$ cat src/rtl/img_pkg.sv
package img_pkg;

    // one pixel as it travels from the receive side to the buffer
    typedef struct packed {
        logic [7:0] r;
        logic [7:0] g;
        logic [7:0] b;
    } rgb_t;

    typedef struct packed {
        logic de;     // pixel enable
        rgb_t px;
    } pix_beat_t;

    typedef struct packed {
        logic       de;
        logic [7:0] value;  // 8'hff or 8'h00
    } bin_beat_t;

    // luma weights, sum is 256
    localparam int unsigned LUMA_R = 77;
    localparam int unsigned LUMA_G = 150;
    localparam int unsigned LUMA_B = 29;

endpackage
$ cat src/rtl/frame_reader.sv
`timescale 1ns/1ps

module frame_reader #(
    parameter int H_RES = 8,
    parameter int V_RES = 4
) (
    input  logic                             clk,
    input  logic                             reset,
    input  logic                             i_frame_ready,
    input  logic                             i_stall,
    output logic [$clog2(H_RES * V_RES)-1:0] o_raddr,
    input  img_pkg::rgb_t                    i_rdata,
    output img_pkg::pix_beat_t               o_pix
);

    localparam int NPIX   = H_RES * V_RES;
    localparam int ADDR_W = $clog2(NPIX);
    localparam int X_W    = $clog2(H_RES + 1);
    localparam int Y_W    = $clog2(V_RES + 1);

    logic           reading;
    logic           issue;
    logic           issue_d;   // lines up with ram output
    logic           last_px;
    logic [X_W-1:0] x_cnt;
    logic [Y_W-1:0] y_cnt;

    assign issue   = reading && !i_stall;
    assign last_px = (x_cnt == X_W'(H_RES - 1)) && (y_cnt == Y_W'(V_RES - 1));
    assign o_raddr = ADDR_W'(y_cnt * H_RES + x_cnt);

    always_ff @(posedge clk) begin
        if (reset) begin
            reading <= 1'b0;
        end else if (!reading) begin
            reading <= i_frame_ready;   // ready during a scan is ignored
        end else if (issue && last_px) begin
            reading <= 1'b0;
        end
    end

    always_ff @(posedge clk) begin
        if (reset || !reading) begin
            x_cnt <= '0;
            y_cnt <= '0;
        end else if (issue) begin
            if (x_cnt == X_W'(H_RES - 1)) begin
                x_cnt <= '0;
                y_cnt <= (y_cnt == Y_W'(V_RES - 1)) ? '0 : y_cnt + 1'b1;
            end else begin
                x_cnt <= x_cnt + 1'b1;
            end
        end
    end

    always_ff @(posedge clk) begin
        if (reset) begin
            issue_d <= 1'b0;
        end else begin
            issue_d <= issue;
        end
    end

    always_comb begin
        o_pix.de = issue_d;
        o_pix.px = i_rdata;
    end

    a_stall_holds: assert property (@(posedge clk) disable iff (reset)
        (reading && i_stall) |=> ($stable(o_raddr) && !o_pix.de));

endmodule

$ cat config.mk
export PLATFORM = sky130hd
export DESIGN_NAME = frame_reader
export DESIGN_NICKNAME = d
export VERILOG_FILES = /design/src/rtl/img_pkg.sv /design/src/rtl/frame_reader.sv
export SDC_FILE = /design/constraint.sdc
export NUM_CORES = 1
export LEC_CHECK = 0
export BUFFER_PORTS_ARGS = -buffer_cell sky130_fd_sc_hd__buf_2
export CAP_MARGIN = 40
export CORE_AREA = 3 3 47 49
export CTS_CLUSTER_DIAMETER = 40
export CTS_CLUSTER_SIZE = 24
export DETAILED_ROUTE_END_ITERATION = 6
export DIE_AREA = 0 0 50 52
export PLACE_DENSITY = 0.77
export SLEW_MARGIN = 0
export SYNTH_ARGS = -nofsm -noshare
export SYNTH_HDL_FRONTEND = slang
export SYNTH_SLANG_ARGS = --single-unit
$ cat constraint.sdc
create_clock -name clk -period 1.4 [get_ports clk]
set_input_delay 0.28 -clock clk [delete_from_list [all_inputs] [get_ports clk]]
set_output_delay 0.28 -clock clk [all_outputs]
set_load 0.03 [all_outputs]
**Yosys cells after proc, flatten, opt, wreduce, memory -nomap -nowiden**

Cells that the tools add are included.

- Flip-flop bits (word level): 9
- Input port bits: 28
- Output and inout bits: 30
- Logic and storage cells: 20

- Add/sub/neg operators: 3
- Eq/ne operators: 2
- Mux-type cells: 4
- Reduce and logical (&&, ||, !) cells: 7

Operator list:

| kind | count |
|---|---|
| adder 5 x 4 -> 5 bit | 1 |
| adder 4 x 1 -> 4 bit (second input constant) | 1 |
| equality test 4 x 3 -> 1 bit (second input constant) | 1 |
| 2-to-1 mux 4 bit | 1 |
| adder 3 x 1 -> 3 bit (second input constant) | 1 |
| equality test 3 x 2 -> 1 bit (second input constant) | 1 |
| logical AND 1 bit | 3 |
| 2-to-1 mux 3 bit | 1 |
| zero test 1 bit | 2 |
| 2-to-1 mux 1 bit | 2 |
| AND reduction 2 bit | 1 |
| logical OR 1 bit | 1 |

**Depth between registers and ports, before layout**

Gate-level depths: netlist of run 1.

- Depth in word-level cells: 5
- Depth in mapped cells: 4

**Worst setup path before layout of run 1**

No wires, ideal clock.

- Kind: reg2out
- From: reg x_cnt[3]
- To: out o_raddr[4]
- Arrival time: 1.012 ns
- Data required time: 1.120 ns
- Setup slack: 0.108 ns
- Cell stages (with the launch flop): 3
- Cells stage by stage: dfxtp_1 ha_1 xor2_1

- Cells in the longest elaborated chain, start to end: 1

Ends and longest elaborated chain:

| item | line | source |
|---|---|---|
| start: declaration | frame_reader.sv:25 | `logic [X_W-1:0] x_cnt;` |
| start signal: assignment | frame_reader.sv:51 | `x_cnt <= x_cnt + 1'b1;` |
| adder 5 x 4 -> 5 bit | frame_reader.sv:30 | `assign o_raddr = ADDR_W'(y_cnt * H_RES + x_cnt);` |
| end: declaration | frame_reader.sv:11 | `output logic [$clog2(H_RES * V_RES)-1:0] o_raddr,` |

Every way passes these cells.

**Worst setup path in the final report of run 1**

Ends and elaborated chain as after synthesis.

==> results.ini, run 1 <==
[global_route]
grt_start_max_net_pins = 6
grt_pass1_vias = 320
grt.total_usage_pct = 6.39
grt_overflow_total = 0
grt_pass1_wl_um = 1320
grt_antenna_before_repair = 0

[die]
core_mm2 = 0.00190
die-area_mm2 = 0.00260
ios = 58
die_x_um = 50
initial_core_util_pct = 32.7
die_height_um = 52
row_count = 16

[layout]
final_common_cell = buf_2
mostFrequentLayoutCells = buf_2 (8), dfxtp_1 (7), nor2_1 (4), buf_4 (4)
fin_nets = 89
fin_area_um2 = 559
diodes = 0
layoutNonFillerInstCount = 84
area_delta_synth_final_pct = -10.1
drive_above_1_share_pct = 36.8
fillCellCount = 207

[detailed_routing]
drc = 0
vias_per_cell = 4.10
drt-pass1-iter-count = 3
post_drt_wl_per_cell_um = 9.94
final_antenna_net_count = 0
detailroute.via_count = 344
routed_wirelength_um = 835
first_iter_violations = 3

[critical_path]
cp_max_fo = 2
startpoint_type = flop
cp-end-kind = primary output
worst_ep_required_time_ns = 1.12
path_class = flop to primary output
crit_arrival_ns = 1.06

[worst_hold_path]
hold_class = input pin to flop

[run_status]
status = complete, no violations

[pwr]
p_clk_share_pct = 39.9
p_leak_nw = 0.258
p_int_uw = 382
combPwrFrac_pct = 6.4
ir_worst_vdd_uv = 321
seqPwrFrac_pct = 53.7
p_switching_uw = 106
switching_share_pct = 21.8
power_density_mw_per_mm2 = 874

[placed_design]
hpwlAfterDp_um = 662
post-place-ws_ns = 0.144
placed_area_um2 = 498
place_congestion = 0.627
dp_cells = 78
port_buffers = 9

[clock_tree]
clockBufferDepth = 2
insertion_delay_ns = 0.25
cts_tree = built
cts_hold_buffers = 0
numClockSinks = 9
cts_inserted_buffers = 3
cts-root-buf = clkbuf_4
htree_levels = 1
clkSlewWorstSetupHoldPaths_ns = 0.06

[timing]
clock_skew_ns = 0.00449
final-setup-viol-count = 0
hold_violations = 0
layout_setup_ws_ns = 0.0610
fmax_ghz = 0.747
drv_slew = 0
worst_slew_pin_slew_ns = 0.374
post-route-period-util_pct = 95.6
relSlewSlack_pct = 74.9
fin_crit_ns = 1.34

[synthesis]
synth_area_um2 = 622
synth_seq_area_share_pct = 29.0
synth_nets = 100
ys_seq_elements = 9
avgSynthCellArea_um2 = 9.01
synth_cells = 69
ys_types = 19
synth_warnings = 0

[job]
drv_cap = 0

==> final cells by class <==
cell class | instances | area (µm²) | share of cell area (%)
multi-input cells | 32 | 244 | 43.6
flip-flops and latches | 9 | 185 | 33.1
repair buffers | 12 | 70.1 | 12.5
well taps | 27 | 33.8 | 6.04
clock buffers | 4 | 26.3 | 4.70
==> layer usage <==
layer / track usage [%] / part of all wire [%] / vias up
met3: 1.72 / 8.0 / 6
met5: 0 / 0 / -
met1: 7.49 / 44 / 146
met4: 5.53 / 2.3 / 0
li1: - / - / 176
met2: 9.57 / 46 / 16
==> power by group through the flow <==
| stage | clock network, mW | logic, mW | registers, mW |
|---|---|---|---|
| floorplan | 0 | 0.150 | 0.270 |
| global placement | 0 | 0.0309 | 0.270 |
| detailed placement | 0 | 0.0314 | 0.270 |
| CTS | 0.201 | 0.0316 | 0.264 |
| global route | 0.214 | 0.0345 | 0.263 |
| finish | 0.195 | 0.0314 | 0.263 |
==> through the flow <==
step           hold WS (ns)  setup TNS, ns  power (mW)  util (%)
2_1_floorplan         0.352              0       0.420         -
5_1_grt               0.210       -0.00447       0.512      29.4
3_5_place_dp          0.433              0       0.302      26.2
6_report              0.221              0       0.489      29.4
3_3_place_gp          0.419              0       0.301      26.2
4_1_cts               0.210              0       0.497      27.8
==> flip-flops by register name, indices dropped and copies added, names as in the netlist <==
name	cells
issue_d	1
x_cnt	4
reading	1
y_cnt	3
==> cell usage after synthesis <==
cell | number | share of area (%)
or3_1 | 1 | 1.0
a211oi_1 | 1 | 1.2
buf_4 | 28 | 34
xor2_1 | 3 | 4.2
nor3_1 | 2 | 1.6
nor2b_1 | 2 | 2.0
o21ai_0 | 1 | 0.80
or3_4 | 1 | 1.8
or4_1 | 1 | 1.2
nand2_1 | 3 | 1.8
nand3b_1 | 2 | 2.4
nor2_1 | 4 | 2.4
nand2b_4 | 1 | 2.2
nand2_2 | 1 | 1.0
nand2b_1 | 1 | 1.0
ha_1 | 3 | 6.0
a21oi_1 | 2 | 1.6
mux2i_1 | 3 | 4.8
dfxtp_1 | 9 | 29
==> path summary, 6_finish.rpt <==
kind | startpoint | end | slack [ns] | cells after the start
worst max-delay path | x_cnt[3]$_SDFFE_PP0P_ | o_raddr[4] | 0.06 | 3
worst min-delay path | reset | reading$_SDFF_PP0_ | 0.22 | 2
worst max register to register | y_cnt[0]$_SDFFE_PP0P_ | y_cnt[0]$_SDFFE_PP0P_ | 0.10 | 5
worst min register to register | y_cnt[2]$_SDFFE_PP0P_ | y_cnt[2]$_SDFFE_PP0P_ | 0.44 | 2
==> critical path, cell delays in order, from the launching register on <==
cell and delay, ns:
dfxtp_4 0.35, ha_4 0.15, xor2_1 0.13, buf_4 0.18
==> logic make-up (layout without fill, tap and decap cells) <==
| group | count (synthesis) | after routing | share of synthesized area, % |
|---|---|---|---|
| buffers and inverters | 28 | 16 | 33.8 |
| adder cells (fa/ha/maj) | 3 | 3 | 6.04 |
| XOR/XNOR | 3 | 3 | 4.23 |
| multiplexers | 3 | 3 | 4.83 |
| AND/OR/NAND/NOR | 19 | 19 | 18.5 |
| flip-flops | 9 | 9 | 29.0 |
| AO/OA/AOI/OAI | 4 | 4 | 3.62 |
==> repair_timing <==
item                       in CTS  in global routing
setup buffers                   0                  2
gates resized for setup         3                  3
hold endpoints to repair        0                  0
setup endpoints to repair       1                  1
gates cloned                    0                  0
No activity file was read; power rests on OpenSTA's default activity.
==> run 2, diff against run 1 <==
--- a/config.mk
+++ b/config.mk
@@ -7,12 +7,12 @@
 export LEC_CHECK = 0
 export BUFFER_PORTS_ARGS = -buffer_cell sky130_fd_sc_hd__buf_2
 export CAP_MARGIN = 40
-export CORE_AREA = 3 3 47 49
+export CORE_AREA = 3 3 49 51
 export CTS_CLUSTER_DIAMETER = 40
 export CTS_CLUSTER_SIZE = 24
 export DETAILED_ROUTE_END_ITERATION = 6
-export DIE_AREA = 0 0 50 52
-export PLACE_DENSITY = 0.77
+export DIE_AREA = 0 0 52 54
+export PLACE_DENSITY = 0.72
 export SLEW_MARGIN = 0
 export SYNTH_ARGS = -nofsm -noshare
 export SYNTH_HDL_FRONTEND = slang
==> run 2 against run 1 <==
Clock power up 4%. First-iteration DRC count up 67%. Register-to-register slack better by 0.02 ns. Setup slack got worse by 0.013 ns. Wire length increased by 5.7%. Combinational power about the same. Cell area down 2.7%. Core utilization is 1.9 points lower. Non-clock buffer count is the same. Critical path type unchanged. Largest cell class unchanged. Highest routed layer unchanged.
==> results.ini, run 2 (synthesis gave the netlist of run 1 again) <==
[die]
die_height_um = 54  ; +3.8%
die-area_mm2 = 0.00281  ; +8.0%
die_x_um = 52  ; +4.0%
row_count = 16  ; unchanged
core_mm2 = 0.00198  ; +4.2%
ios = 58  ; unchanged
initial_core_util_pct = 31.4  ; -1.3 points

[pwr]
seqPwrFrac_pct = 53.1  ; -0.6 points
p_switching_uw = 113  ; +6.5%
switching_share_pct = 22.7  ; +0.98 points
power_density_mw_per_mm2 = 915  ; +4.7%
combPwrFrac_pct = 6.3  ; about the same
power_uw = 498  ; +1.9%
p_clk_share_pct = 40.6  ; +0.7 points
p_int_uw = 385  ; +0.63%
ir_worst_vdd_uv = 221  ; -31%
p_leak_nw = 0.261  ; +1.1%

[layout]
fin_nets = 89  ; unchanged
largest_register = x_cnt
diodes = 0  ; unchanged
final_util_pct = 27.5  ; -1.9 points
fillCellCount = 217  ; +4.8%
largest_reg_flops = 4  ; unchanged
reg.largest.list = x_cnt x4, y_cnt x3
drive_above_1_share_pct = 35.1  ; -1.8 points
mostFrequentLayoutCells = buf_2 (8), dfxtp_1 (7), nor2_1 (4), buf_4 (4)
area_delta_synth_final_pct = -12.5
fin_area_um2 = 544  ; -2.7%
final_common_cell = buf_2

[global_route]
grt_pass1_wl_um = 1280  ; -3.1%
grt_antenna_before_repair = 0  ; unchanged
grt_overflow_total = 0  ; unchanged
grt_start_max_net_pins = 6  ; unchanged
grt_pass1_vias = 335  ; +4.7%
grt.total_usage_pct = 6.51  ; +0.11 points

[timing]
worst_slew_pin_slew_ns = 0.374  ; +0.000663 ns
clock_skew_ns = 0.00275  ; -0.00175 ns
setup-tns-final_ns = 0  ; unchanged
fmax_ghz = 0.739  ; -1.0%
rsz0062_at_grt = false
post-route-period-util_pct = 96.6  ; +0.96 points
drv_slew = 0  ; unchanged
fin_crit_ns = 1.35  ; +0.0135 ns
relSlewSlack_pct = 74.8  ; about the same
final-setup-viol-count = 0  ; unchanged
hold_violations = 0  ; unchanged

[clock_tree]
cts_inserted_buffers = 3  ; unchanged
clockBufferDepth = 2  ; unchanged
cts-root-buf = clkbuf_4
insertion_delay_ns = 0.26  ; about the same
htree_levels = 1  ; unchanged
cts_tree = built
clkSlewWorstSetupHoldPaths_ns = 0.06  ; about the same
numClockSinks = 9  ; unchanged

[critical_path]
crit_arrival_ns = 1.07  ; about the same
startpoint_type = flop
cp-end-kind = primary output
worst_ep_required_time_ns = 1.12  ; about the same
cp_max_fo = 2  ; unchanged
path_class = flop to primary output

[placed_design]
port_buffers = 9  ; unchanged
hpwlAfterDp_um = 715  ; +8.1%
placed_area_um2 = 498  ; unchanged
place_congestion = 0.708  ; +13%

[detailed_routing]
vias_per_cell = 4.32  ; +5.5%
final_antenna_net_count = 0  ; unchanged
routed_wirelength_um = 883  ; +5.7%
drt-pass1-iter-count = 4  ; +1
first_iter_violations = 5  ; +2
drc = 0  ; unchanged
detailroute.via_count = 363  ; +5.5%
post_drt_wl_per_cell_um = 10.5  ; +5.7%

[run_status]
status = complete, no violations

[worst_hold_path]
hold_class = input pin to flop

[job]
drv_cap = 0  ; unchanged

-- run 2: repair_timing --
item / in CTS / in global routing
resized for setup: 3 / 0
pin swaps: 0 / 0
gates cloned: 0 / 0
setup endpoints to repair: 1 / 1
setup buffers: 1 / 1
hold buffers: 0 / 0
-- run 2: metal layers --
layer / vias up / GRT usage [%] / wire [µm]
met1: 160 / 5.29 / 321
met4: 0 / 9.17 / 29
li1: 177 / - / -
met3: 6 / 2.77 / 106
met5: - / 0 / 0
met2: 20 / 10.3 / 425
-- run 2: area by class of cell --
class / count / area, µm² / share of cell area (%)
clock buffer: 4 / 26.3 / 4.83
sequential: 9 / 183 / 33.6
multi-input combinational: 32 / 231 / 42.5
timing repair buffer: 12 / 70.1 / 12.9
tap: 27 / 33.8 / 6.21
-- run 2: power by group through the flow --
stage | Combinational [mW] | Clock [mW] | Sequential [mW]
detailed placement | 0.0316 | 0 | 0.270
finish | 0.0314 | 0.202 | 0.265
global route | 0.0345 | 0.218 | 0.265
global placement | 0.0310 | 0 | 0.270
floorplan | 0.150 | 0 | 0.270
CTS | 0.0317 | 0.212 | 0.265
-- run 2: worst max-delay path, stage by stage, from the launching register on --
cell and delay (ns):
dfxtp_2 0.32, ha_1 0.19, xor2_1 0.14, buf_4 0.17
-- run 2: path summary, 6_finish.rpt --
kind                         start                     to  slack (ns)  cells past startpoint
min                          reset     reading$_SDFF_PP0_        0.21                      2
min reg2reg  y_cnt[2]$_SDFFE_PP0P_  y_cnt[2]$_SDFFE_PP0P_        0.43                      2
max reg2reg  x_cnt[0]$_SDFFE_PP0P_  x_cnt[3]$_SDFFE_PP0P_        0.12                      3
max          x_cnt[3]$_SDFFE_PP0P_             o_raddr[4]        0.05                      3
-- run 2: stage by stage --
step	cells	worst slack [ns]	hold slack, ns
after detailed placement	78	0.134	0.426
after floorplan	69	0.108	0.352
after global routing	84	0.00551	0.204
final	84	0.0475	0.207
after global placement	78	0.163	0.419
after CTS	83	0.0198	0.196
