`src/rtl/uart_pkg.sv`:
```
package uart_pkg;

    typedef logic [7:0] byte_t;

    // received byte, valid is a one-cycle strobe
    typedef struct packed {
        logic  valid;
        byte_t data;
    } rx_beat_t;

endpackage

```
`src/rtl/uart_rx.sv`:
```
`timescale 1ns/1ps

module uart_rx #(
    parameter int CLKS_PER_BIT = 16
) (
    input  logic               clk,
    input  logic               reset,
    input  logic               i_rx,
    output uart_pkg::rx_beat_t o_rx
);

    localparam int CNT_W = $clog2(CLKS_PER_BIT + 1);

    logic             rx_meta;
    logic             rx_sync;
    logic             rx_prev;
    logic             busy;
    logic             sample;
    logic             valid_q;
    logic [CNT_W-1:0] clk_cnt;
    logic [3:0]       bit_cnt;   // 0 start, 1..8 data, 9 stop
    uart_pkg::byte_t  shift_q;

    assign sample = busy && (clk_cnt == '0);

    always_ff @(posedge clk) begin
        if (reset) begin
            rx_meta <= 1'b1;
            rx_sync <= 1'b1;
            rx_prev <= 1'b1;
        end else begin
            rx_meta <= i_rx;
            rx_sync <= rx_meta;
            rx_prev <= rx_sync;
        end
    end

    always_ff @(posedge clk) begin
        if (reset) begin
            busy    <= 1'b0;
            clk_cnt <= '0;
            bit_cnt <= '0;
            valid_q <= 1'b0;
        end else begin
            valid_q <= 1'b0;
            if (!busy) begin
                if (rx_prev && !rx_sync) begin  // start edge
                    busy    <= 1'b1;
                    clk_cnt <= CNT_W'(CLKS_PER_BIT / 2 - 1);
                    bit_cnt <= '0;
                end
            end else if (!sample) begin
                clk_cnt <= clk_cnt - 1'b1;
            end else begin
                clk_cnt <= CNT_W'(CLKS_PER_BIT - 1);
                if (bit_cnt == 4'd0 && rx_sync) begin
                    busy <= 1'b0;               // glitch, not a start bit
                end else if (bit_cnt == 4'd9) begin
                    busy    <= 1'b0;
                    bit_cnt <= '0;
                    valid_q <= rx_sync;         // bad stop bit drops the byte
                end else begin
                    bit_cnt <= bit_cnt + 1'b1;
                end
            end
        end
    end

    always_ff @(posedge clk) begin
        if (sample && bit_cnt >= 4'd1 && bit_cnt <= 4'd8) begin
            shift_q <= {rx_sync, shift_q[7:1]};  // lsb first
        end
    end

    always_comb begin
        o_rx.valid = valid_q;
        o_rx.data  = shift_q;
    end

    a_bit_cnt_range: assert property (@(posedge clk) disable iff (reset)
        bit_cnt <= 4'd9);

endmodule

```
`config.mk`:
```
export PLATFORM = sky130hd
export DESIGN_NAME = uart_rx
export DESIGN_NICKNAME = d
export VERILOG_FILES = /design/src/rtl/uart_pkg.sv /design/src/rtl/uart_rx.sv
export SDC_FILE = /design/constraint.sdc
export NUM_CORES = 1
export LEC_CHECK = 0
export BUFFER_PORTS_ARGS = -buffer_cell sky130_fd_sc_hd__buf_4
export CELL_PAD_IN_SITES_DETAIL_PLACEMENT = 0
export CELL_PAD_IN_SITES_GLOBAL_PLACEMENT = 2
export CORE_ASPECT_RATIO = 0.75
export CORE_UTILIZATION = 31
export CTS_CLUSTER_DIAMETER = 100
export DETAILED_ROUTE_END_ITERATION = 8
export GPL_TIMING_DRIVEN = 0
export HOLD_SLACK_MARGIN = 0.06
export PLACE_DENSITY_LB_ADDON = 0.08
export SLEW_MARGIN = 20
export SYNTH_ARGS = -nofsm -noshare
export SYNTH_HDL_FRONTEND = slang
export SYNTH_SLANG_ARGS = --single-unit
export TNS_END_PERCENT = 10
```
`constraint.sdc`:
```
create_clock -name clk -period 1.6 [get_ports clk]
set_input_delay 0.32 -clock clk [delete_from_list [all_inputs] [get_ports clk]]
set_output_delay 0.32 -clock clk [all_outputs]
set_load 0.005 [all_outputs]
```
After elaboration in Yosys (flattened, before gate mapping)
Cells that the tools add are included.
- word-level logic and storage cells: 42
- register bits after elaboration: 22
- multiplexer cells: 13
- equality and inequality tests: 3
- bitwise operators: 3
- order comparisons: 2
- reductions and logical operators: 11
- add/subtract/negate cells: 2
- operator list (kind ; count):
    $mux W4 ; 5
    $mux W5 ; 3
    $logic_and A1 B1 Y1 ; 5
    $logic_not A5 Y1 ; 1
    $mux W1 ; 5
    $reduce_or A5 Y1 ; 1
    $sub A5 B1 Y5 const B ; 1
    $add A4 B1 Y4 const B ; 1
    $eq A4 B4 Y1 const B ; 1
    $ge A4 B1 Y1 const B ; 1
    $le A4 B4 Y1 const B ; 1
    $logic_not A4 Y1 ; 1
    $not A1 Y1 ; 3
    $reduce_and A3 Y1 ; 1
    $ne A2 B1 Y1 const B ; 1
    $ne A2 B2 Y1 const B ; 1
    $reduce_bool A2 Y1 ; 1
    $logic_not A1 Y1 ; 1

Longest topological paths before layout
Gate-level depths: netlist (run 1).
- word-level depth: 5
- gate-level depth with buffers: 6

Worst setup path before layout (run 1)
Ideal clock, no wire load.
- path kind: register to register
- start: reg clk_cnt[0]
- end: reg shift_q[0] (enable)
- data required time: 1.230 ns
- clock period less this slack: 1.698 ns
- setup slack: -0.098 ns
- buffers on the path: 0
- cell stages (with the launch flop): 6
- arrival: 1.327 ns
- cells stage by stage: dfxtp_1 inv_1 ha_1 and4bb_4 nand2_1 nor2_1
- cells in the longest elaborated chain, start to end: 4
- RTL lines (item ; RTL line ; RTL):
    start: declaration ; uart_rx.sv:20 ; logic [CNT_W-1:0] clk_cnt;
    start signal: assignment ; uart_rx.sv:49 ; clk_cnt <= CNT_W'(CLKS_PER_BIT / 2 - 1);
    start signal: assignment ; uart_rx.sv:53 ; clk_cnt <= clk_cnt - 1'b1;
    start signal: assignment ; uart_rx.sv:55 ; clk_cnt <= CNT_W'(CLKS_PER_BIT - 1);
    $logic_not A5 Y1 ; uart_rx.sv:24 ; assign sample = busy && (clk_cnt == '0);
    $logic_and A1 B1 Y1 ; uart_rx.sv:24 ;
    $logic_and A1 B1 Y1 (2 in a row) ; uart_rx.sv:70 ; if (sample && bit_cnt >= 4'd1 && bit_cnt <= 4'd8) begin
    end signal: assignment ; uart_rx.sv:71 ; shift_q <= {rx_sync, shift_q[7:1]};
    end: declaration ; uart_rx.sv:22 ; uart_pkg::byte_t shift_q;
No other way between the ends.
A chain may end at the register's enable or synchronous reset.

Worst setup path after layout (run 1)
- start: reg clk_cnt[1]
- end: reg shift_q[4] (enable)
Same word-level chain as after synthesis.

==> out/qor.yml, run 1 <==
skew_ps: 1.71
crit_chain: "inv_1 -> ha_2 -> and4bb_4 -> nand2_8 -> nor2_4"
crit_fanout: 8
arrival_ps: 1490
cp.required_ps: 1550
post-route-drc-count: 0
status: "complete, no violations"
drtAntennaViolNets: 0
worstReg2RegStart: "clk_cnt[1]"
drt_iter0_drc: 41
final_common_cell: "buf_4"
whs_endpoint: "rx_meta"
clock_sinks: 22
synthesis.nets: 96
clk_pin_slew_ps: 70
grt_pass1_vias: 580
synth.cell_area_um2: 931
initial_core_util_pct: 34.2
cp-start-kind: "flop"
syn_area_per_cell_um2: 10.1
hold_path_depth: 2
drt_pass1_iterations: 4
yosys_most_used_dff: "dfxtp_1"
crit_buf_inv: 1
setup_violations: 0
finalWirelength_mm: 1.86
crit_path_end_kind: "flop"
portBuffers: 11
synth_cells: 92
worst_pin_slew_ps: 539
slew_headroom_pct: 64.0
max-cap-violations: 0
die_w_um: 65.3
antennaDiodeCount: 0
criticalPathCategory: "reg2reg"
ys_seq_elements: 22
core_area_um2: 2720
r2r_slack_ps: 50
irDropWorstVdd_mv: 0.587
synth_warnings: 0
die_y_um: 49.5
critPathSlowestCell: "dfxtp_2"
timing.hold.ws_ps: 240
crit_cells: 5
final_core_util_pct: 42.4
power.density_nw_per_um2: 913
synth_edf_count: 8
htree_levels: 1
r2r_cells: 5
die-area_um2: 3230
max_freq_ghz: 0.646
hold_viol_final: 0
grtUsageTotal_pct: 11.9
cts_root_buffer: "clkbuf_8"
ys_async_sr_fraction_pct: 0
grt_max_degree: 13
wire_per_inst_um: 12.8
slew_violations: 0
timing.final.crit_share_pct: 96.7
globalplace.congestion: 0.789
layout.nets: 114
dpl.cell_count: 139
path_delay_family: "simple AND/OR/NAND/NOR gates"
cts_tree: "built"
r2r-end: "shift_q[4]"
yosysSeqAreaShare_pct: 55.9
antenna_found_initial: 0
grt_pass1_wl_mm: 2.86
final_cells: 145
synth.distinct_cells: 36
drive_above_1_share_pct: 29.4
max_stage_delay_ps: 330
hpwlAfterDp_mm: 1.30
finalCriticalPeriod_ps: 1550
clockBufferDepth: 2
hp-class: "in2reg"
num_vias: 695
syn2layout_area_growth_pct: 24.1
cts_buffers: 3
hp-start: "i_rx"
final_cell_mix: "buf_4 (14), dfxtp_1 (12), a21oi_1 (9)"
rows: 16
via_per_inst: 4.79
fillers: 281
grt_overflow_total: 0
p_leak_nw: 0.411
io_pins: 12
insertion_delay_ps: 260
[layout make-up]
class                   instances  area, um2  share of cell area (%)
plain buffers                   5       25.0                    2.17
clock buffers                   3       41.3                    3.58
clock inverters                 1       3.75                   0.325
inverters                       7       26.3                    2.28
multi-input cells              58        393                    34.0
flip-flops and latches         22        523                    45.3
well taps                      36       45.0                    3.90
repair buffers                 13       97.6                    8.45
[synthesized netlist by cell type, types with 2 or more instances]
cell type	n	area (um2)
inv_1	7	26.3
nor2b_1	2	12.5
a21oi_1	9	45.0
a31oi_1	2	12.5
nor3_1	3	15.0
nor2_1	2	7.51
nand2_1	9	33.8
buf_2	2	10.0
or2_2	3	18.8
o21ai_0	6	30.0
nor4_1	2	12.5
edfxtp_1	8	240
dfxtp_1	14	280
[state kept, by name, summed over array words and instances (netlist names)]
| name | cells |
|---|---|
| bit_cnt | 4 |
| rx_meta | 1 |
| valid_q | 1 |
| clk_cnt | 5 |
| busy | 1 |
| rx_sync | 1 |
| shift_q | 8 |
| rx_prev | 1 |
[power breakdown]
| group | total [mW] | leakage, nW | internal (mW) | switching, mW |
|---|---|---|---|---|
| combinational | 0.106 | 0.202 | 0.0506 | 0.0549 |
| sequential | 0.606 | 0.187 | 0.593 | 0.0131 |
| clock | 0.343 | 0.0231 | 0.171 | 0.172 |
| total | 1.05 | 0.411 | 0.814 | 0.240 |
[stage by stage]
stage / power (mW) / instance area [um2] / setup WS, ps / setup TNS [ps]
after floorplan: 0.680 / 933 / 37.4 / 0
final: 1.05 / 1150 / 52.7 / 0
after global routing: 1.11 / 1150 / -8.67 / -49.7
after global placement: 0.704 / 1060 / -206 / -1640
after CTS: 1.05 / 1120 / 43.3 / 0
after detailed placement: 0.704 / 1060 / -270 / -2160
[routing by layer]
layer / wire length, um / up-vias / part of all wire, % / GRT usage [%]
li1: - / 358 / - / -
met5: 0 / - / 0 / 0
met2: 800 / 17 / 43 / 14.9
met1: 973 / 318 / 52 / 18.6
met3: 76 / 2 / 4.1 / 4.17
met4: 11 / 0 / 0.59 / 3.26
[timing repair]
| action | 4_1_cts | 5_1_grt |
|---|---|---|
| cloned | 0 | 0 |
| hold buffers | 0 | 0 |
| gates resized for setup | 3 | 5 |
| pin swaps | 1 | 2 |
| setup endpoints to repair | 8 | 9 |
| setup buffers | 0 | 2 |
[logic make-up (layout without fill, tap and decap cells)]
kind of cell,count (synthesis),after routing,share of synthesized area (%)
flip-flops,22,22,55.9
AND/OR/NAND/NOR,29,29,17.6
adder cells (fa/ha/maj),1,1,1.34
XOR/XNOR,1,1,0.941
AO/OA/AOI/OAI,27,27,18.7
buffers and inverters,12,29,5.51
[how the worst max path moves through the flow]
stage                     from         end  slack (ps)
floorplan           clk_cnt[0]  shift_q[0]          40
CTS                 clk_cnt[0]  shift_q[0]          40
global placement    clk_cnt[0]  shift_q[7]        -210
detailed placement  clk_cnt[0]  shift_q[6]        -270
global route        clk_cnt[1]  shift_q[0]          -9
finish              clk_cnt[1]  shift_q[4]          50
No activity file was read; power rests on OpenSTA's default activity.
==> inputs of run 2 (changes only) <==
- BUFFER_PORTS_ARGS: -buffer_cell sky130_fd_sc_hd__buf_4 -> -buffer_cell sky130_fd_sc_hd__buf_2
- CAP_MARGIN: unset -> 10
==> out/qor.yml, run 2 (synthesis gave the netlist of run 1 again) <==
arrival_ps: 1700
grt_max_degree: 14
die_w_um: 65.3
syn2layout_area_growth_pct: 23.9
regMostFlops: "shift_q"
crit_cells: 6
grt_pass1_vias: 603
final_cells: 146
grt_pass1_wl_mm: 3.02
seq_power_share_pct: 49.0
seq_area_um2: 523
crit_path_start: "clk_cnt[1]"
hp-class: "in2reg"
hold_path_depth: 2
clock_sinks: 22
wire_per_inst_um: 13.7
drt_iter0_drc: 47
finalCriticalPeriod_ps: 1520
cts_tree: "built"
largest_reg_flops: 8
portBuffers: 11
core_area_um2: 2720
place_area_um2: 1030
slew_headroom_pct: 62.4
r2r_cells: 6
crit_path_end_kind: "flop"
antenna_found_initial: 0
rows: 16
irDropWorstVdd_mv: 0.499
cellInternalPower_uw: 974
final_common_cell: "buf_2"
worst_pin_slew_ps: 564
cp.required_ps: 1780
setup_violations: 0
max-cap-violations: 0
num_vias: 694
final_core_util_pct: 42.4
finalWirelength_mm: 1.99
status: "complete, no violations"
via_per_inst: 4.75
path_delay_family: "compound AO/OA/AOI/OAI gates"
globalplace.congestion: 0.781
fillers: 287
final_cell_mix: "buf_2 (13), dfxtp_1 (12), a21oi_1 (9)"
cts_buffers: 3
timing.final.crit_share_pct: 94.7
post-route-drc-count: 0
layout.nets: 115
hp-start: "i_rx"
ctsHoldBuffers: 0
worstReg2RegStart: "clk_cnt[1]"
reg_top3: "shift_q (8), clk_cnt (5), bit_cnt (4)"
multi_input_area_um2: 385
timing.hold.ws_ps: 234
max_freq_ghz: 0.660
initial_core_util_pct: 34.2
stdcell_area_um2: 1150
clk_pin_slew_ps: 80
grtUsageTotal_pct: 13.0
antennaDiodeCount: 0
cp-start-kind: "flop"
power.density_nw_per_um2: 1070
critPathSlowestCell: "dfxtp_2"
insertion_delay_ps: 270
switching_share_pct: 21.1
htree_levels: 1
hold_viol_final: 0
drtAntennaViolNets: 0
max_stage_delay_ps: 340
cts_root_buffer: "clkbuf_8"
crit_fanout: 4
drt_pass1_iterations: 4
criticalPathCategory: "reg2reg"
p_clk_share_pct: 42.7
die_y_um: 49.5
crit_chain: "inv_2 -> ha_2 -> and4bb_4 -> a21oi_2 -> o21a_1 -> a211oi_2"
io_pins: 12
hpwlAfterDp_mm: 1.35
drive_above_1_share_pct: 31.8
clockBufferDepth: 2
skew_ps: 8.47
slew_violations: 0
p_sw_uw: 260
crit_buf_inv: 1
grt_overflow_total: 0
dpl.cell_count: 139
p_leak_nw: 0.417
pwr-share-comb_pct: 8.3
die-area_um2: 3230
==> run 2: worst register-to-register path: cells and delay by family, from the launching register on <==
family | cells | cell delay [ps]
DFF | 1 | 340
adders and majority gates | 1 | 180
and+or+nand+nor | 1 | 310
AOI/OAI and AO/OA | 3 | 560
buffers and inverters | 1 | 40
==> run 2: final cells by class <==
cell class,count,share of cell area (%)
flip-flops and latches,22,45.3
inverters,7,2.28
clock inverters,1,2.60
repair buffers,14,6.72
well taps,36,3.90
multi-input cells,58,33.4
clock buffers,3,3.58
plain buffers,5,2.17
==> run 2: timing repair <==
action                                 4_1_cts  5_1_grt
resized for setup                            2        6
buffers inserted                             0        3
endpoints found under the hold margin        0        0
pin swaps                                    1        2
setup endpoints to repair                    8        9
==> run 2: per-layer routing <==
layer	wire, um	global-route usage, %	up-vias
met2	829	16.7	12
met1	1060	19.8	317
li1	-	-	360
met5	0	0	-
met3	76	4.86	5
met4	30	3.26	0
==> run 2: worst paths after layout <==
check	slack (ps)	endpoint
min reg2reg	420	rx_sync
max reg2reg	80	bit_cnt[2]
max	80	bit_cnt[2]
min	230	rx_meta
==> run 2: metrics by stage <==
stage	setup TNS [ps]	setup slack, ps	power, mW
finish	0	84.4	1.23
global route	-10.8	-4.08	1.29
CTS	0	13.7	1.22
detailed placement	-1920	-240	0.702
global placement	-1680	-210	0.703
floorplan	0	37.4	0.680
==> run 2: power groups by stage <==
stage | Combinational, mW | Sequential [mW] | Clock (mW)
6_report | 0.103 | 0.605 | 0.526
5_1_grt | 0.115 | 0.607 | 0.566
4_1_cts | 0.0868 | 0.604 | 0.531
3_5_place_dp | 0.0850 | 0.617 | 0
3_3_place_gp | 0.0850 | 0.618 | 0
2_1_floorplan | 0.0663 | 0.613 | 0
==> inputs of run 3 (changes only) <==
- CTS_CLUSTER_DIAMETER: 100 -> unset
- GPL_TIMING_DRIVEN: 0 -> unset
==> out/qor.yml, run 3 (synthesis gave the netlist of run 1 again) <==
power.density_nw_per_um2: 948
initial_core_util_pct: 34.2
rows: 16
grtUsageTotal_pct: 11.8
crit_buf_inv: 2
portBuffers: 11
regMostFlops: "shift_q"
drt_iter0_drc: 31
via_per_inst: 4.67
seq_power_share_pct: 59.2
final_cells: 141
cp-start-kind: "flop"
final_common_cell: "dfxtp_1"
htree_levels: 1
setup_violations: 0
use_met2_pct: 15.5
tns_ps: 0
globalplace.congestion: 0.719
drtAntennaViolNets: 0
finalWirelength_mm: 1.71
layout.nets: 111
wire_per_inst_um: 12.1
crit_path_end_kind: "flop"
critPathSlowestCell: "dfxtp_1"
drt_pass1_iterations: 4
largest_reg_flops: 8
met1_usage_pct: 17.4
switching_share_pct: 22.0
ctsHoldBuffers: 0
grt_max_degree: 15
fillers: 287
crit_fanout: 8
die-area_um2: 3230
p_leak_nw: 0.388
reg_top3: "shift_q (8), clk_cnt (5), bit_cnt (4)"
timing.final.crit_share_pct: 93.4
num_vias: 658
syn2layout_area_growth_pct: 16.0
dpl.cell_count: 138
cp.required_ps: 1570
use_met3_pct: 4.86
crit_chain: "inv_1 -> ha_1 -> and4bb_4 -> nand2_1 -> nor2_2 -> buf_4"
clk_pin_slew_ps: 70
criticalPathCategory: "reg2reg"
clockBufferDepth: 2
p_clk_share_pct: 32.4
finalCriticalPeriod_ps: 1490
cellInternalPower_uw: 799
slew_violations: 0
insertion_delay_ps: 260
post-route-drc-count: 0
die_y_um: 49.5
cts_root_buffer: "clkbuf_8"
status: "complete, no violations"
max_stage_delay_ps: 330
irDropWorstVdd_mv: 0.460
clock_sinks: 22
max-cap-violations: 0
final_cell_mix: "dfxtp_1 (14), buf_2 (11), nand2_1 (9), a21oi_1 (9), edfxtp_1 (8)"
antennaDiodeCount: 0
pwr-share-comb_pct: 8.4
drive_above_1_share_pct: 25.7
hp-class: "in2reg"
core_area_um2: 2720
rsz0062_at_grt: "no"
skew_ps: 4.24
hpwlAfterDp_mm: 1.27
seq_area_um2: 520
die_w_um: 65.3
path_delay_family: "simple AND/OR/NAND/NOR gates"
cts_buffers: 3
grt_pass1_wl_mm: 2.77
io_pins: 12
grt_pass1_vias: 551
grt_overflow_total: 0
multi_input_area_um2: 362
postCtsSetupBuffers: 0
postCtsResizedCells: 0
cts_tree: "built"
arrival_ps: 1460
max_freq_ghz: 0.669
top_usage_layer: "met1"
worst_pin_slew_ps: 324
p_sw_uw: 225
slew_headroom_pct: 78.3
hold_viol_final: 0
antenna_found_initial: 0
run 3: metrics by stage:
step / worst slack, ps / hold slack, ps / total power, mW / area, um2 / utilization (%)
floorplan: 37.4 / 389 / 0.680 / 933 / -
global placement: 136 / 397 / 0.707 / 1040 / 38.1
detailed placement: 104 / 405 / 0.705 / 1040 / 38.1
CTS: 96.4 / 238 / 1.03 / 1080 / 39.7
global route: 2.12 / 232 / 1.08 / 1080 / 39.7
finish: 106 / 243 / 1.02 / 1080 / 39.7
run 3: power by group through the flow:
stage	clock network (mW)	registers, mW	logic [mW]
floorplan	0	0.613	0.0663
global placement	0	0.618	0.0886
detailed placement	0	0.618	0.0867
CTS	0.342	0.605	0.0871
global route	0.372	0.608	0.0997
finish	0.332	0.606	0.0860
run 3: cell type report:
class,instances,share of cell area [%]
Clock buffer,3,3.82
Timing Repair Buffer,15,7.88
Sequential cell,22,48.2
Tap cell,36,4.17
Multi-Input combinational cell,58,33.5
Inverter,7,2.43
run 3: final timing paths:
check	slack, ps	startpoint	cells past startpoint	end
hold / removal	240	i_rx	2	rx_meta
setup / recovery	110	clk_cnt[0]	6	shift_q[4]
setup reg to reg	110	clk_cnt[0]	6	shift_q[4]
hold reg to reg	420	rx_meta	1	rx_sync
run 3: layer usage:
layer  part of all wire (%)  vias to the layer above
met2                     38                        8
met4                   0.76                        0
li1                       -                      350
met5                      0                        -
met3                    3.9                        2
met1                     57                      298
