$ cat config.mk
export PLATFORM = sky130hd
export DESIGN_NAME = tx_fifo
export DESIGN_NICKNAME = d
export VERILOG_FILES = /design/src/rtl/uart_pkg.sv /design/src/rtl/img_pkg.sv /design/src/rtl/tx_fifo.sv
export SDC_FILE = /design/constraint.sdc
export NUM_CORES = 1
export LEC_CHECK = 0
export ABC_AREA = 0
export BUFFER_PORTS_ARGS = -buffer_cell sky130_fd_sc_hd__clkbuf_2
export CAP_MARGIN = 20
export CORE_ASPECT_RATIO = 1.25
export CORE_MARGIN = 3
export CORE_UTILIZATION = 60
export DETAILED_ROUTE_END_ITERATION = 8
export PLACE_DENSITY = 0.76
export SETUP_SLACK_MARGIN = 0.5
export SLEW_MARGIN = 20
export SYNTH_ARGS = -nofsm -noshare
export SYNTH_HDL_FRONTEND = slang
export SYNTH_SLANG_ARGS = --single-unit
export TNS_END_PERCENT = 20
$ cat constraint.sdc
create_clock -name clk -period 3.87 [get_ports clk]
set_input_delay 0.1935 -clock clk [delete_from_list [all_inputs] [get_ports clk]]
set_output_delay 0.1935 -clock clk [all_outputs]
set_load 0.01 [all_outputs]
$ cat src/rtl/uart_pkg.sv
package uart_pkg;

    typedef logic [7:0] byte_t;

    // received byte, valid is a one-cycle strobe
    typedef struct packed {
        logic  valid;
        byte_t data;
    } rx_beat_t;

endpackage

$ cat src/rtl/img_pkg.sv
package img_pkg;

    // one pixel as it travels from the receive side to the buffer
    typedef struct packed {
        logic [7:0] r;
        logic [7:0] g;
        logic [7:0] b;
    } rgb_t;

    typedef struct packed {
        logic de;     // pixel enable
        rgb_t px;
    } pix_beat_t;

    typedef struct packed {
        logic       de;
        logic [7:0] value;  // 8'hff or 8'h00
    } bin_beat_t;

    // luma weights, sum is 256
    localparam int unsigned LUMA_R = 77;
    localparam int unsigned LUMA_G = 150;
    localparam int unsigned LUMA_B = 29;

endpackage
$ cat src/rtl/tx_fifo.sv
`timescale 1ns/1ps

module tx_fifo #(
    parameter int FIFO_DEPTH = 8
) (
    input  logic               clk,
    input  logic               reset,
    input  img_pkg::bin_beat_t i_push,
    output logic               o_stall,
    output logic               o_not_empty,
    output uart_pkg::byte_t    o_head,
    input  logic               i_pop
);

    localparam int PTR_W = $clog2(FIFO_DEPTH);
    localparam int CNT_W = PTR_W + 1;

    uart_pkg::byte_t  mem [0:FIFO_DEPTH-1];
    logic [PTR_W-1:0] wr_ptr;
    logic [PTR_W-1:0] rd_ptr;
    logic [CNT_W-1:0] count;
    logic             full;
    logic             wr_en;
    logic             rd_en;

    assign full        = (count == CNT_W'(FIFO_DEPTH));
    assign wr_en       = i_push.de && !full;
    assign rd_en       = i_pop && o_not_empty;
    assign o_not_empty = (count != '0);
    assign o_head      = mem[rd_ptr];
    assign o_stall     = (count >= CNT_W'(FIFO_DEPTH - 4));  // room for beats in flight

    always_ff @(posedge clk) begin
        if (reset) begin
            wr_ptr <= '0;
            rd_ptr <= '0;
            count  <= '0;
        end else begin
            if (wr_en) wr_ptr <= wr_ptr + 1'b1;
            if (rd_en) rd_ptr <= rd_ptr + 1'b1;
            count <= count + CNT_W'(wr_en) - CNT_W'(rd_en);
        end
    end

    always_ff @(posedge clk) begin
        if (wr_en) mem[wr_ptr] <= i_push.value;
    end

    a_no_overflow: assert property (@(posedge clk) disable iff (reset)
        i_push.de |-> !full);
    a_no_underflow: assert property (@(posedge clk) disable iff (reset)
        i_pop |-> o_not_empty);

endmodule

**Yosys cells after proc, flatten, opt, wreduce, memory -nomap -nowiden**

Memory sizes are Yosys's and may differ from the RTL's. A register that Yosys moved wholly into a read port is not among the register bits.
Cells that the tools add are included.

- Register bits: 10
- RAM bits: 64
- Output and inout bits: 10
- Word-level logic and storage cells: 18
- Memories kept: 1

- $add $sub $neg: 4
- $lt $le $gt $ge: 1
- Equal/unequal tests: 1
- Mux-type cells: 4
- Reduce and logical (&&, ||, !) cells: 4

Memories:

| name | words | bits a word | read ports | clocked after memory_dff | wr ports | RTL line | RTL |
|---|---|---|---|---|---|---|---|
| mem | 8 | 8 | 1 | 1 | 1 | tx_fifo.sv:18 | `uart_pkg::byte_t mem [0:FIFO_DEPTH-1];` |

Operator list:

| kind | count |
|---|---|
| $add 3x1->3 const B | 2 |
| $mux 3 | 2 |
| $add 4x1->4 | 1 |
| $eq 4x4->1 const B | 1 |
| $ge 4x3->1 const B | 1 |
| $reduce_bool 4->1 | 1 |
| $sub 4x1->4 | 1 |
| $logic_and 1x1->1 | 2 |
| $mux 1 | 2 |
| $logic_not 1->1 | 1 |

**Depth between registers and ports, before layout**

Gate-level depths: netlist (run 1).

- Word-level depth: 5
- Mapped depth: 9
- Depth with buffers taken out: 9

**Worst setup path after synthesis (run 1)**

No wires, ideal clock.

- Path kind: register to register
- From: register count[2]
- To: memory mem[0][0] in the netlist's numbering (enable)
- Setup time: 0.395 ns
- Arrival: 1.685 ns
- Data required time: 3.475 ns
- Slack: 1.790 ns
- Cell stages (with the launch flop): 6
- Path buffers: 0
- Cells stage by stage: dfxtp_1 inv_1 ha_1 or3b_1 nand2_1 nor4_1

- Longest elaborated chain between the ends: 5

Ends and longest elaborated chain:

| what | RTL line | RTL |
|---|---|---|
| start, declared | tx_fifo.sv:21 | `logic [CNT_W-1:0] count;` |
| start signal, assigned | tx_fifo.sv:41 | `count <= count + CNT_W'(wr_en) - CNT_W'(rd_en);` |
| $eq 4x4->1 | tx_fifo.sv:26 | `assign full = (count == CNT_W'(FIFO_DEPTH));` |
| $logic_not 1->1 | tx_fifo.sv:27 | `assign wr_en = i_push.de && !full;` |
| $logic_and 1x1->1 | tx_fifo.sv:27 |  |
| $mux 1 | tx_fifo.sv:46 | `if (wr_en) mem[wr_ptr] <= i_push.value;` |
| $mux 1 (implied by the code) | tx_fifo.sv:46 |  |
| end, declared | tx_fifo.sv:18 |  |

No other way between the ends.

==> metrics.csv, run 1 <==
metric,value,unit
max_freq,0.4081,GHz
postCtsSetupBuffers,0,
core_area,5116,sq um
diodes,0,
yosys_warnings,0,
skew,9.481,ps
synth_edf_count,64,
grt_pass1_wl,8631,um
synth_cell_types,28,
fp.dieH,87.72,um
reg2reg_slack,1620,ps
yosys.area.top_type,edfxtp_1,
critPathCaptureType,output pin,
num_vias,1566,
synth_cells,173,
ios,22,
cts_made_buffers,9,
ctsResizeCount,0,
synth_flop_cell,edfxtp_1,
power,1.967,mW
synthMostInstantiatedCell,edfxtp_1,
power.density,557.8,nW/um^2
holdPathEnd,mem[0][6],
hold_viol_final,0,
gp_congestion,0.7704,
tightest_slew,1003,ps
ys_seq_elements,77,
grt_setup_unrepaired,no,
dr.pass1.iters,4,
start_kind,register,
wl_per_cell,20.27,um
synth_top_area_share,59.95,%
relSlewSlack,32.92,%
hpwl,3709,um
ys_seq_area_share,68.07,%
peakVddDrop,0.3977,mV
postRouteAntennaNets,0,
port_buffers,21,
worstReg2RegStart,count[2],
min-delay-start,i_push[6],
ff2ff_path_depth,8,
h-tree-depth,3,
stdcell_area,3526,sq um
grt_pass1_vias,1679,
finalSetupViolations,0,
fin_cells,267,
antenna_found_initial,0,
regToRegEndpoint,count[1],
async_reset_ff_share,0,%
yosys-top-cells-count,"64 x edfxtp_1, 16 x mux4_1, 13 x dfxtp_1",
dp_slack,1591,ps
utilization,68.92,%
overflow,0,
wirelength,5412,um
cp.arrival,2260,ps
syn-cell-area,3206,sq um
cp_max_fo,16,
cp.required,3680,ps
min_path_type,primary input to register,
vias_per_cell,5.865,
syn-mean-instance-area,18.53,sq um
dpl.cell_count,252,
grt_usage,19.41,%
drc,0,
dieArea,6261,sq um
placed_cell_area,3366,sq um
cts_hold_buffers,0,
min_path_cells,1,
status,completed,
maxSlewViolCount,0,
period_minus_slack,2450,ps
insertion_delay,340,ps
area_growth,9.992,%
initial_utilization,62.66,%
synth.area.top_cells,"edfxtp_1 60%, mux4_1 13%, dfxtp_1 8.1%, mux2_2 4.2%, ha_1 2.7%",
finalNetCount,221,
grt_max_degree,18,
cts_buffer_depth,2,
finalCritPeriodShare,63.31,%
rows,29,
syn_nets,193,
fin_ws,1420,ps
layout-drive-gt1-share,25.85,%
clk_pin_slew,70,ps
timing.setup.tns,0,ps
clockRootBuffer,clkbuf_8,
tritoncts,done,
leakage,1.227,nW
clock_sinks,77,
drv_cap,0,
hold_slack,139.5,ps
die_w,71.38,um
drt_iter0_markers,104,
worstSetupPathType,register to output pin,
[layer usage]
| layer | up-vias | share of wire, % | global-route usage [%] |
|---|---|---|---|
| met5 | - | 0 | 0 |
| li1 | 742 | - | - |
| met3 | 6 | 3.9 | 5.052 |
| met2 | 30 | 54 | 34.36 |
| met1 | 788 | 41 | 22.80 |
| met4 | 0 | 1.1 | 7.179 |
[worst max-delay path by stage]
stage | slack (ps) | to | start | depth (start not counted)
2_1_floorplan | 1790 | mem[0][0] | count[2] | 5
3_3_place_gp | 1520 | mem[1][6] | count[2] | 5
3_5_place_dp | 1590 | mem[2][1] | count[2] | 5
4_1_cts | 1390 | o_head[7] | register | 3
5_1_grt | 1320 | o_head[7] | register | 3
6_report | 1420 | o_head[7] | register | 3
[area by class of cell]
cell class / instances / area, sq um
sequential: 77 / 2182
fill: 319 / 1590
multi-input combinational: 85 / 972.2
clock buffer: 9 / 123.9
timing repair buffer: 23 / 120.1
tap: 62 / 77.57
clock inverter: 6 / 31.28
inverter: 5 / 18.77
[worst max-delay path: stages (launching register included)]
cell and delay, ps:
dfxtp_1 860, mux4_1 660, mux2_2 280, clkbuf_2 130
[power by group]
| part | total (mW) | internal [mW] | switching, mW |
|---|---|---|---|
| clock network | 0.487 | 0.221 | 0.266 |
| registers | 1.04 | 0.973 | 0.0674 |
| logic | 0.440 | 0.233 | 0.207 |
[logic make-up (layout without fill, tap and decap cells)]
family	Yosys count	after routing	synth area share, %
DFF	77	77	68.07
and+or+nand+nor	36	36	5.699
muxes	32	32	18.62
buffers and inverters	11	43	2.069
xor gates and xnor gates	2	2	0.5465
adders and majority gates	8	8	3.357
AOI/OAI and AO/OA	7	7	1.639
[layout by cell type, fill, tap and decap left out, drive strengths merged, types with 3 or more instances in the layout]
cell / Yosys / routed
ha: 7 / 7
nor2: 10 / 10
nand2: 5 / 5
clkbuf: 2 / 30
mux2: 13 / 13
dfxtp: 13 / 13
a21oi: 3 / 3
mux4: 16 / 16
inv: 5 / 5
nand2b: 7 / 7
mux2i: 3 / 3
edfxtp: 64 / 64
nor3: 4 / 4
clkinv: 0 / 4
nor2b: 5 / 5
[flip-flops by register name, indices dropped and copies added (netlist names), named ones only]
| signal | flops |
|---|---|
| rd_ptr | 3 |
| count | 4 |
| mem | 64 |
| wr_ptr | 3 |
Power figures use the tool's default switching activity.
==> run 2, diff against run 1 <==
- CORE_UTILIZATION: 60 -> 53
- PLACE_DENSITY: 0.76 -> 0.71
- clock period: 3.87 -> 2.12 ns (I/O delays scaled with it)
==> run 2 against run 1 <==
  * Utilization is 4.1 points lower
  * Largest power group unchanged
  * First-iteration DRC count increased by 99%
  * Sequential power grew 83%
==> metrics.csv, run 2 (same netlist as run 1, synthesis figures left out) <==
metric,value,unit,change
clock_sinks,77,,unchanged
tightest_slew,507.2,ps,-495.3 ps
rows,31,,+6.9%
register_area,2188,sq um,+0.29%
cts_hold_buffers,0,,unchanged
power.density,1078,nW/um^2,+93%
busiest_layer,met2,,
dp_slack,106.9,ps,-1484 ps
placed_cell_area,3455,sq um,+2.6%
largest_reg_flops,64,,unchanged
core_area,5818,sq um,+14%
finalNetCount,237,,+7.2%
vias_per_cell,5.704,,-2.8%
die_w,75.56,um,+5.9%
grt_pass1_wl,9108,um,+5.5%
port_buffers,21,,unchanged
nFillCells,401,,+26%
top_register,mem,,
overflow,0,,unchanged
insertion_delay,340,ps,about the same
worstSetupPathType,register to register,,
max_stage_delay,420,ps,-440 ps
cp.arrival,2260,ps,about the same
tritoncts,done,,
max_freq,0.4915,GHz,
finalCritPeriodShare,95.98,%,
dieArea,7023,sq um,+12%
p_comb_share,28.7,%,+6.3 points
wl_per_cell,20.44,um,+0.84%
reg_top3,"mem (64), count (4)",,
grt_max_degree,18,,unchanged
grt_usage,18.47,%,-0.95 points
clockPowerShare,24.7,%,about the same
power,4.069,mW,+110%
crit_buf_inv,1,,unchanged
leakage,1.321,nW,+7.7%
netSwitchingFraction,26.72,%,-0.75 points
h-tree-depth,3,,unchanged
finalSetupViolations,0,,unchanged
cp.required,2350,ps,-1330 ps
layout_commonest_cell,edfxtp_1,,
cts_made_buffers,9,,unchanged
peakVddDrop,0.7779,mV,+96%
seqPwrFrac,46.6,%,-6.3 points
multi_input_area,989.7,sq um,+1.8%
drv_cap,0,,unchanged
period_minus_slack,2035,ps,
clockRootBuffer,clkbuf_8,,
grt_use_met3,5.863,%,+0.81 points
wirelength,5866,um,+8.4%
worst_path_max_delay_cell,fa_2,,
initial_utilization,55.10,%,-7.6 points
grt_setup_unrepaired,yes,,
maxSlewViolCount,0,,unchanged
final_cell_mix,"64 x edfxtp_1, 16 x clkbuf_2, 15 x mux4_2",,
fin_ws,85.30,ps,-1335 ps
status,completed,,
ios,22,,unchanged
stdcell_area,3774,sq um,+7.0%
fp.dieH,92.95,um,+6.0%
diodes,0,,unchanged
drt_iter0_markers,207,,+99%
cell_internal_pwr,2.982,mW,+110%
hpwl,3566,um,-3.8%
gp_congestion,0.7588,,-1.5%
hold_viol_final,0,,unchanged
timing.setup.tns,0,ps,unchanged
p_sw,1.087,mW,+100%
start_kind,register,,
postRouteAntennaNets,0,,unchanged
drc,0,,unchanged
clk_pin_slew,70,ps,about the same
cts_buffer_depth,2,,unchanged
relSlewSlack,66.14,%,+33 points
path_cells,inv_4 > ha_4 > or3b_4 > nand2_4 > xnor2_2 > ha_2 > fa_2 > nor2b_4,,
critPathCaptureType,register,,
critical-path-top-delay-family,adder cells,,
area_growth,17.72,%,
num_vias,1637,,+4.5%
min_path_type,primary input to register,,
grt_use_met1,21.89,%,-0.91 points
antenna_found_initial,0,,unchanged
cp_max_fo,3,,-13
skew,6.777,ps,-2.704 ps
layout-drive-gt1-share,42.53,%,+17 points
met2_usage,31.20,%,-3.2 points
grt_pass1_vias,1743,,+3.8%
dr.pass1.iters,5,,+1
-- run 2: cell types whose count changed in the layout (fill, tap and decap cells not counted), moves of 3 or more --
| cell | before | now |
|---|---|---|
| mux4_1 | 16 | 1 |
| dfxtp_1 | 13 | 10 |
| buf_6 | 0 | 9 |
| clkbuf_2 | 21 | 16 |
| buf_4 | 2 | 12 |
| mux2_2 | 12 | 8 |
| mux4_2 | 0 | 15 |
| mux2_4 | 0 | 4 |
| clkbuf_1 | 0 | 3 |
-- run 2: cell type report --
cell class              count  share of cell area (%)
flip-flops and latches     77                   57.99
multi-input cells          85                   26.23
repair buffers             39                   8.455
clock buffers              12                   3.581
well taps                  66                   2.188
clock inverters             3                  0.9947
inverters                   5                  0.5637
-- run 2: routing by layer --
| layer | share of wire (%) | wire length (um) | vias up |
|---|---|---|---|
| li1 | - | - | 760 |
| met1 | 39 | 2288 | 827 |
| met2 | 56 | 3257 | 41 |
| met3 | 3.7 | 216 | 9 |
| met4 | 1.8 | 103 | 0 |
| met5 | 0 | 0 | - |
-- run 2: power groups by stage --
stage / logic, mW / clock network [mW] / registers [mW]
finish: 1.17 / 1.00 / 1.90
global placement: 0.855 / 0 / 1.89
detailed placement: 0.916 / 0 / 1.90
floorplan: 0.681 / 0 / 1.85
global route: 1.27 / 1.09 / 1.91
CTS: 1.01 / 1.02 / 1.88
-- run 2: path summary, 6_finish.rpt --
kind	start	endpoint	slack [ps]	depth (start not counted)
worst max-delay path	count[2]	count[1]	90	8
worst min-delay path	i_push[7]	mem[1][7]	50	1
worst max register to register	count[2]	count[1]	90	8
worst min register to register	rd_ptr[1]	rd_ptr[1]	520	2
-- run 2: worst reg2reg max path, delay by kind of cell, from the launching register on --
family        cells  cell delay, ps
xor+xnor          1             130
flops             1             330
fa+ha+maj         3             780
simple gates      3             630
buf+inv           1              60
-- run 2: metrics by stage --
stage | instances | hold WS [ps] | util, %
floorplan | 173 | 204.9 | -
global route | 287 | 38.58 | 64.86
finish | 287 | 45.26 | 64.86
CTS | 286 | 31.08 | 63.27
global placement | 265 | 366.8 | 59.38
detailed placement | 265 | 385.3 | 59.38
-- run 2: what timing repair did --
action                     4_1_cts  5_1_grt
setup buffers                    5        1
gates cloned                     1        0
setup endpoints to repair       29       78
resized for setup               15       35
pin swaps                        3        8
==> run 3, diff against run 2 <==
- SETUP_SLACK_MARGIN: 0.5 -> 0.15
==> run 3 against run 2 <==
  * Worst setup slack gained 5.5 ps
  * Worst hold slack lost 6.6 ps
  * Sequential power is essentially flat
  * Combinational power shrank 15%
  * Non-clock buffer count shrank 4
  * First-iteration DRC count grew 6.8%
  * Final area shrank 2.3%
  * Via count shrank 0.24%
  * Clock-buffer cell count shrank 1
  * Critical path type unchanged
  * Critical endpoint unchanged
==> metrics.csv, run 3 (same netlist as run 1, synthesis figures left out) <==
metric,value,unit,change
finalCritPeriodShare,95.71,%,-0.26 points
grt_usage,17.48,%,-0.99 points
critical-path-top-delay-family,adder cells,,
grt_use_met3,4.995,%,-0.87 points
cp.arrival,2260,ps,about the same
status,completed,,
wl_per_cell,19.39,um,-5.1%
worst_path_max_delay_cell,fa_2,,
min-delay-start,i_push[5],,
hold_viol_final,0,,unchanged
reg2reg_slack,90,ps,about the same
leakage,1.312,nW,-0.67%
clock_sinks,77,,unchanged
tightest_slew,684.5,ps,+177.2 ps
relSlewSlack,54.20,%,-12 points
critPathCaptureType,register,,
insertion_delay,350,ps,about the same
placed_cell_area,3420,sq um,-1.0%
initial_utilization,55.10,%,unchanged
drt_iter0_markers,221,,+6.8%
grt_max_degree,18,,unchanged
path_cells,inv_2 > ha_1 > or3b_4 > nand2_4 > xnor2_2 > ha_2 > fa_2 > nor2b_4,,
drc,0,,unchanged
die_w,75.56,um,unchanged
nFillCells,404,,+0.75%
min_path_cells,1,,unchanged
dpl.cell_count,263,,-0.75%
vias_per_cell,5.750,,+0.81%
hpwl,3603,um,+1.0%
num_vias,1633,,-0.24%
met2_usage,28.24,%,-3.0 points
overflow,0,,unchanged
timing.setup.tns,0,ps,unchanged
cts_buffer_depth,2,,unchanged
min_path_type,primary input to register,,
worstReg2RegStart,count[2],,
gp_congestion,0.7468,,-1.6%
layout_commonest_cell,edfxtp_1,,
skew,5.676,ps,-1.101 ps
grt_setup_unrepaired,yes,,
peakVddDrop,0.6551,mV,-16%
top_register,mem,,
grt_use_met1,21.04,%,-0.84 points
busiest_layer,met2,,
cts_made_buffers,9,,unchanged
drv_cap,0,,unchanged
finalSetupViolations,0,,unchanged
cp_max_fo,3,,unchanged
clockRootBuffer,clkbuf_8,,
clk_pin_slew,70,ps,about the same
layout-drive-gt1-share,33.94,%,-8.6 points
core_area,5818,sq um,unchanged
h-tree-depth,3,,unchanged
fp.dieH,92.95,um,unchanged
wirelength,5508,um,-6.1%
dieArea,7023,sq um,unchanged
rows,31,,unchanged
grt_pass1_wl,8452,um,-7.2%
diodes,0,,unchanged
crit_buf_inv,1,,unchanged
start_kind,register,,
maxSlewViolCount,0,,unchanged
period_minus_slack,2029,ps,-5.548 ps
largest_reg_flops,64,,unchanged
worstSetupPathType,register to register,,
stdcell_area,3689,sq um,-2.3%
reg_top3,"mem (64), count (4)",,
tritoncts,done,,
regToRegEndpoint,count[1],,
final_cell_mix,"64 x edfxtp_1, 21 x clkbuf_2, 16 x mux4_1",,
ios,22,,unchanged
dr.pass1.iters,4,,-1
port_buffers,21,,unchanged
area_growth,15.07,%,
max_stage_delay,430,ps,about the same
finalNetCount,233,,-1.7%
antenna_found_initial,0,,unchanged
grt_pass1_vias,1667,,-4.4%
postRouteAntennaNets,0,,unchanged
power.density,1052,nW/um^2,-2.4%
ff2ff_path_depth,8,,unchanged
max_freq,0.4928,GHz,+0.27%
holdPathEnd,mem[6][5],,
fin_cells,284,,-1.0%
cp.required,2350,ps,about the same
run 3: cell count changes in the layout (fill, tap and decap cells not counted), moves of 2 or more:
cell / before / now
mux4_1: 1 / 16
mux4_2: 15 / 0
buf_6: 9 / 0
clkbuf_2: 16 / 21
mux2_2: 8 / 12
mux2_4: 4 / 0
clkinv_2: 0 / 2
dfxtp_1: 10 / 12
nor2_1: 10 / 8
nor2_2: 0 / 2
run 3: worst reg2reg max path, stage by stage (launching register included):
cell and delay [ps]:
dfxtp_2 320, inv_2 60, ha_1 130, or3b_4 400, nand2_4 100, xnor2_2 120, ha_2 230, fa_2 430
nor2b_4 130
run 3: metal layers:
metal | up-vias | wire length (um)
met2 | 37 | 3006
met4 | 0 | 93
li1 | 766 | -
met5 | - | 0
met3 | 8 | 217
met1 | 822 | 2189
run 3: how the worst max path moves through the flow:
stage,start,end,slack (ps),cells after the start
after floorplan,count[2],count[2],100,9
after global placement,count[2],count[1],110,8
after detailed placement,count[2],count[2],-20,9
after CTS,count[2],count[1],110,8
after global routing,count[2],count[1],3,8
final,count[2],count[1],90,8
run 3: stage by stage:
step,hold slack (ps),power [mW],util [%],setup WS [ps]
after global placement,372.4,2.732,58.77,109.8
after CTS,24.49,3.888,63.08,112.6
after detailed placement,393.0,2.795,58.77,-20.83
after floorplan,204.9,2.508,-,96.24
after global routing,33.58,4.075,63.40,3.471
final,38.65,3.880,63.40,90.85
run 3: power breakdown:
part | switching [mW] | total, mW | internal (mW)
Combinational | 0.462 | 0.989 | 0.528
Clock | 0.486 | 1.02 | 0.536
Sequential | 0.0924 | 1.87 | 1.78
Total | 1.04 | 3.88 | 2.84
run 3: layout make-up:
| cell class | instances | area, sq um | area share, % |
|---|---|---|---|
| Sequential cell | 77 | 2183 | 59.19 |
| Multi-Input combinational cell | 85 | 998.5 | 27.07 |
| Timing Repair Buffer | 35 | 222.7 | 6.038 |
| Clock buffer | 11 | 131.4 | 3.562 |
| Tap cell | 66 | 82.58 | 2.239 |
| Clock inverter | 5 | 51.30 | 1.391 |
| Inverter | 5 | 18.77 | 0.5088 |
run 3: what timing repair did:
item,4_1_cts,5_1_grt
endpoints found under the setup margin,18,26
pin swaps,2,3
buffers inserted,4,1
gates resized for setup,11,4
hold buffers,0,0
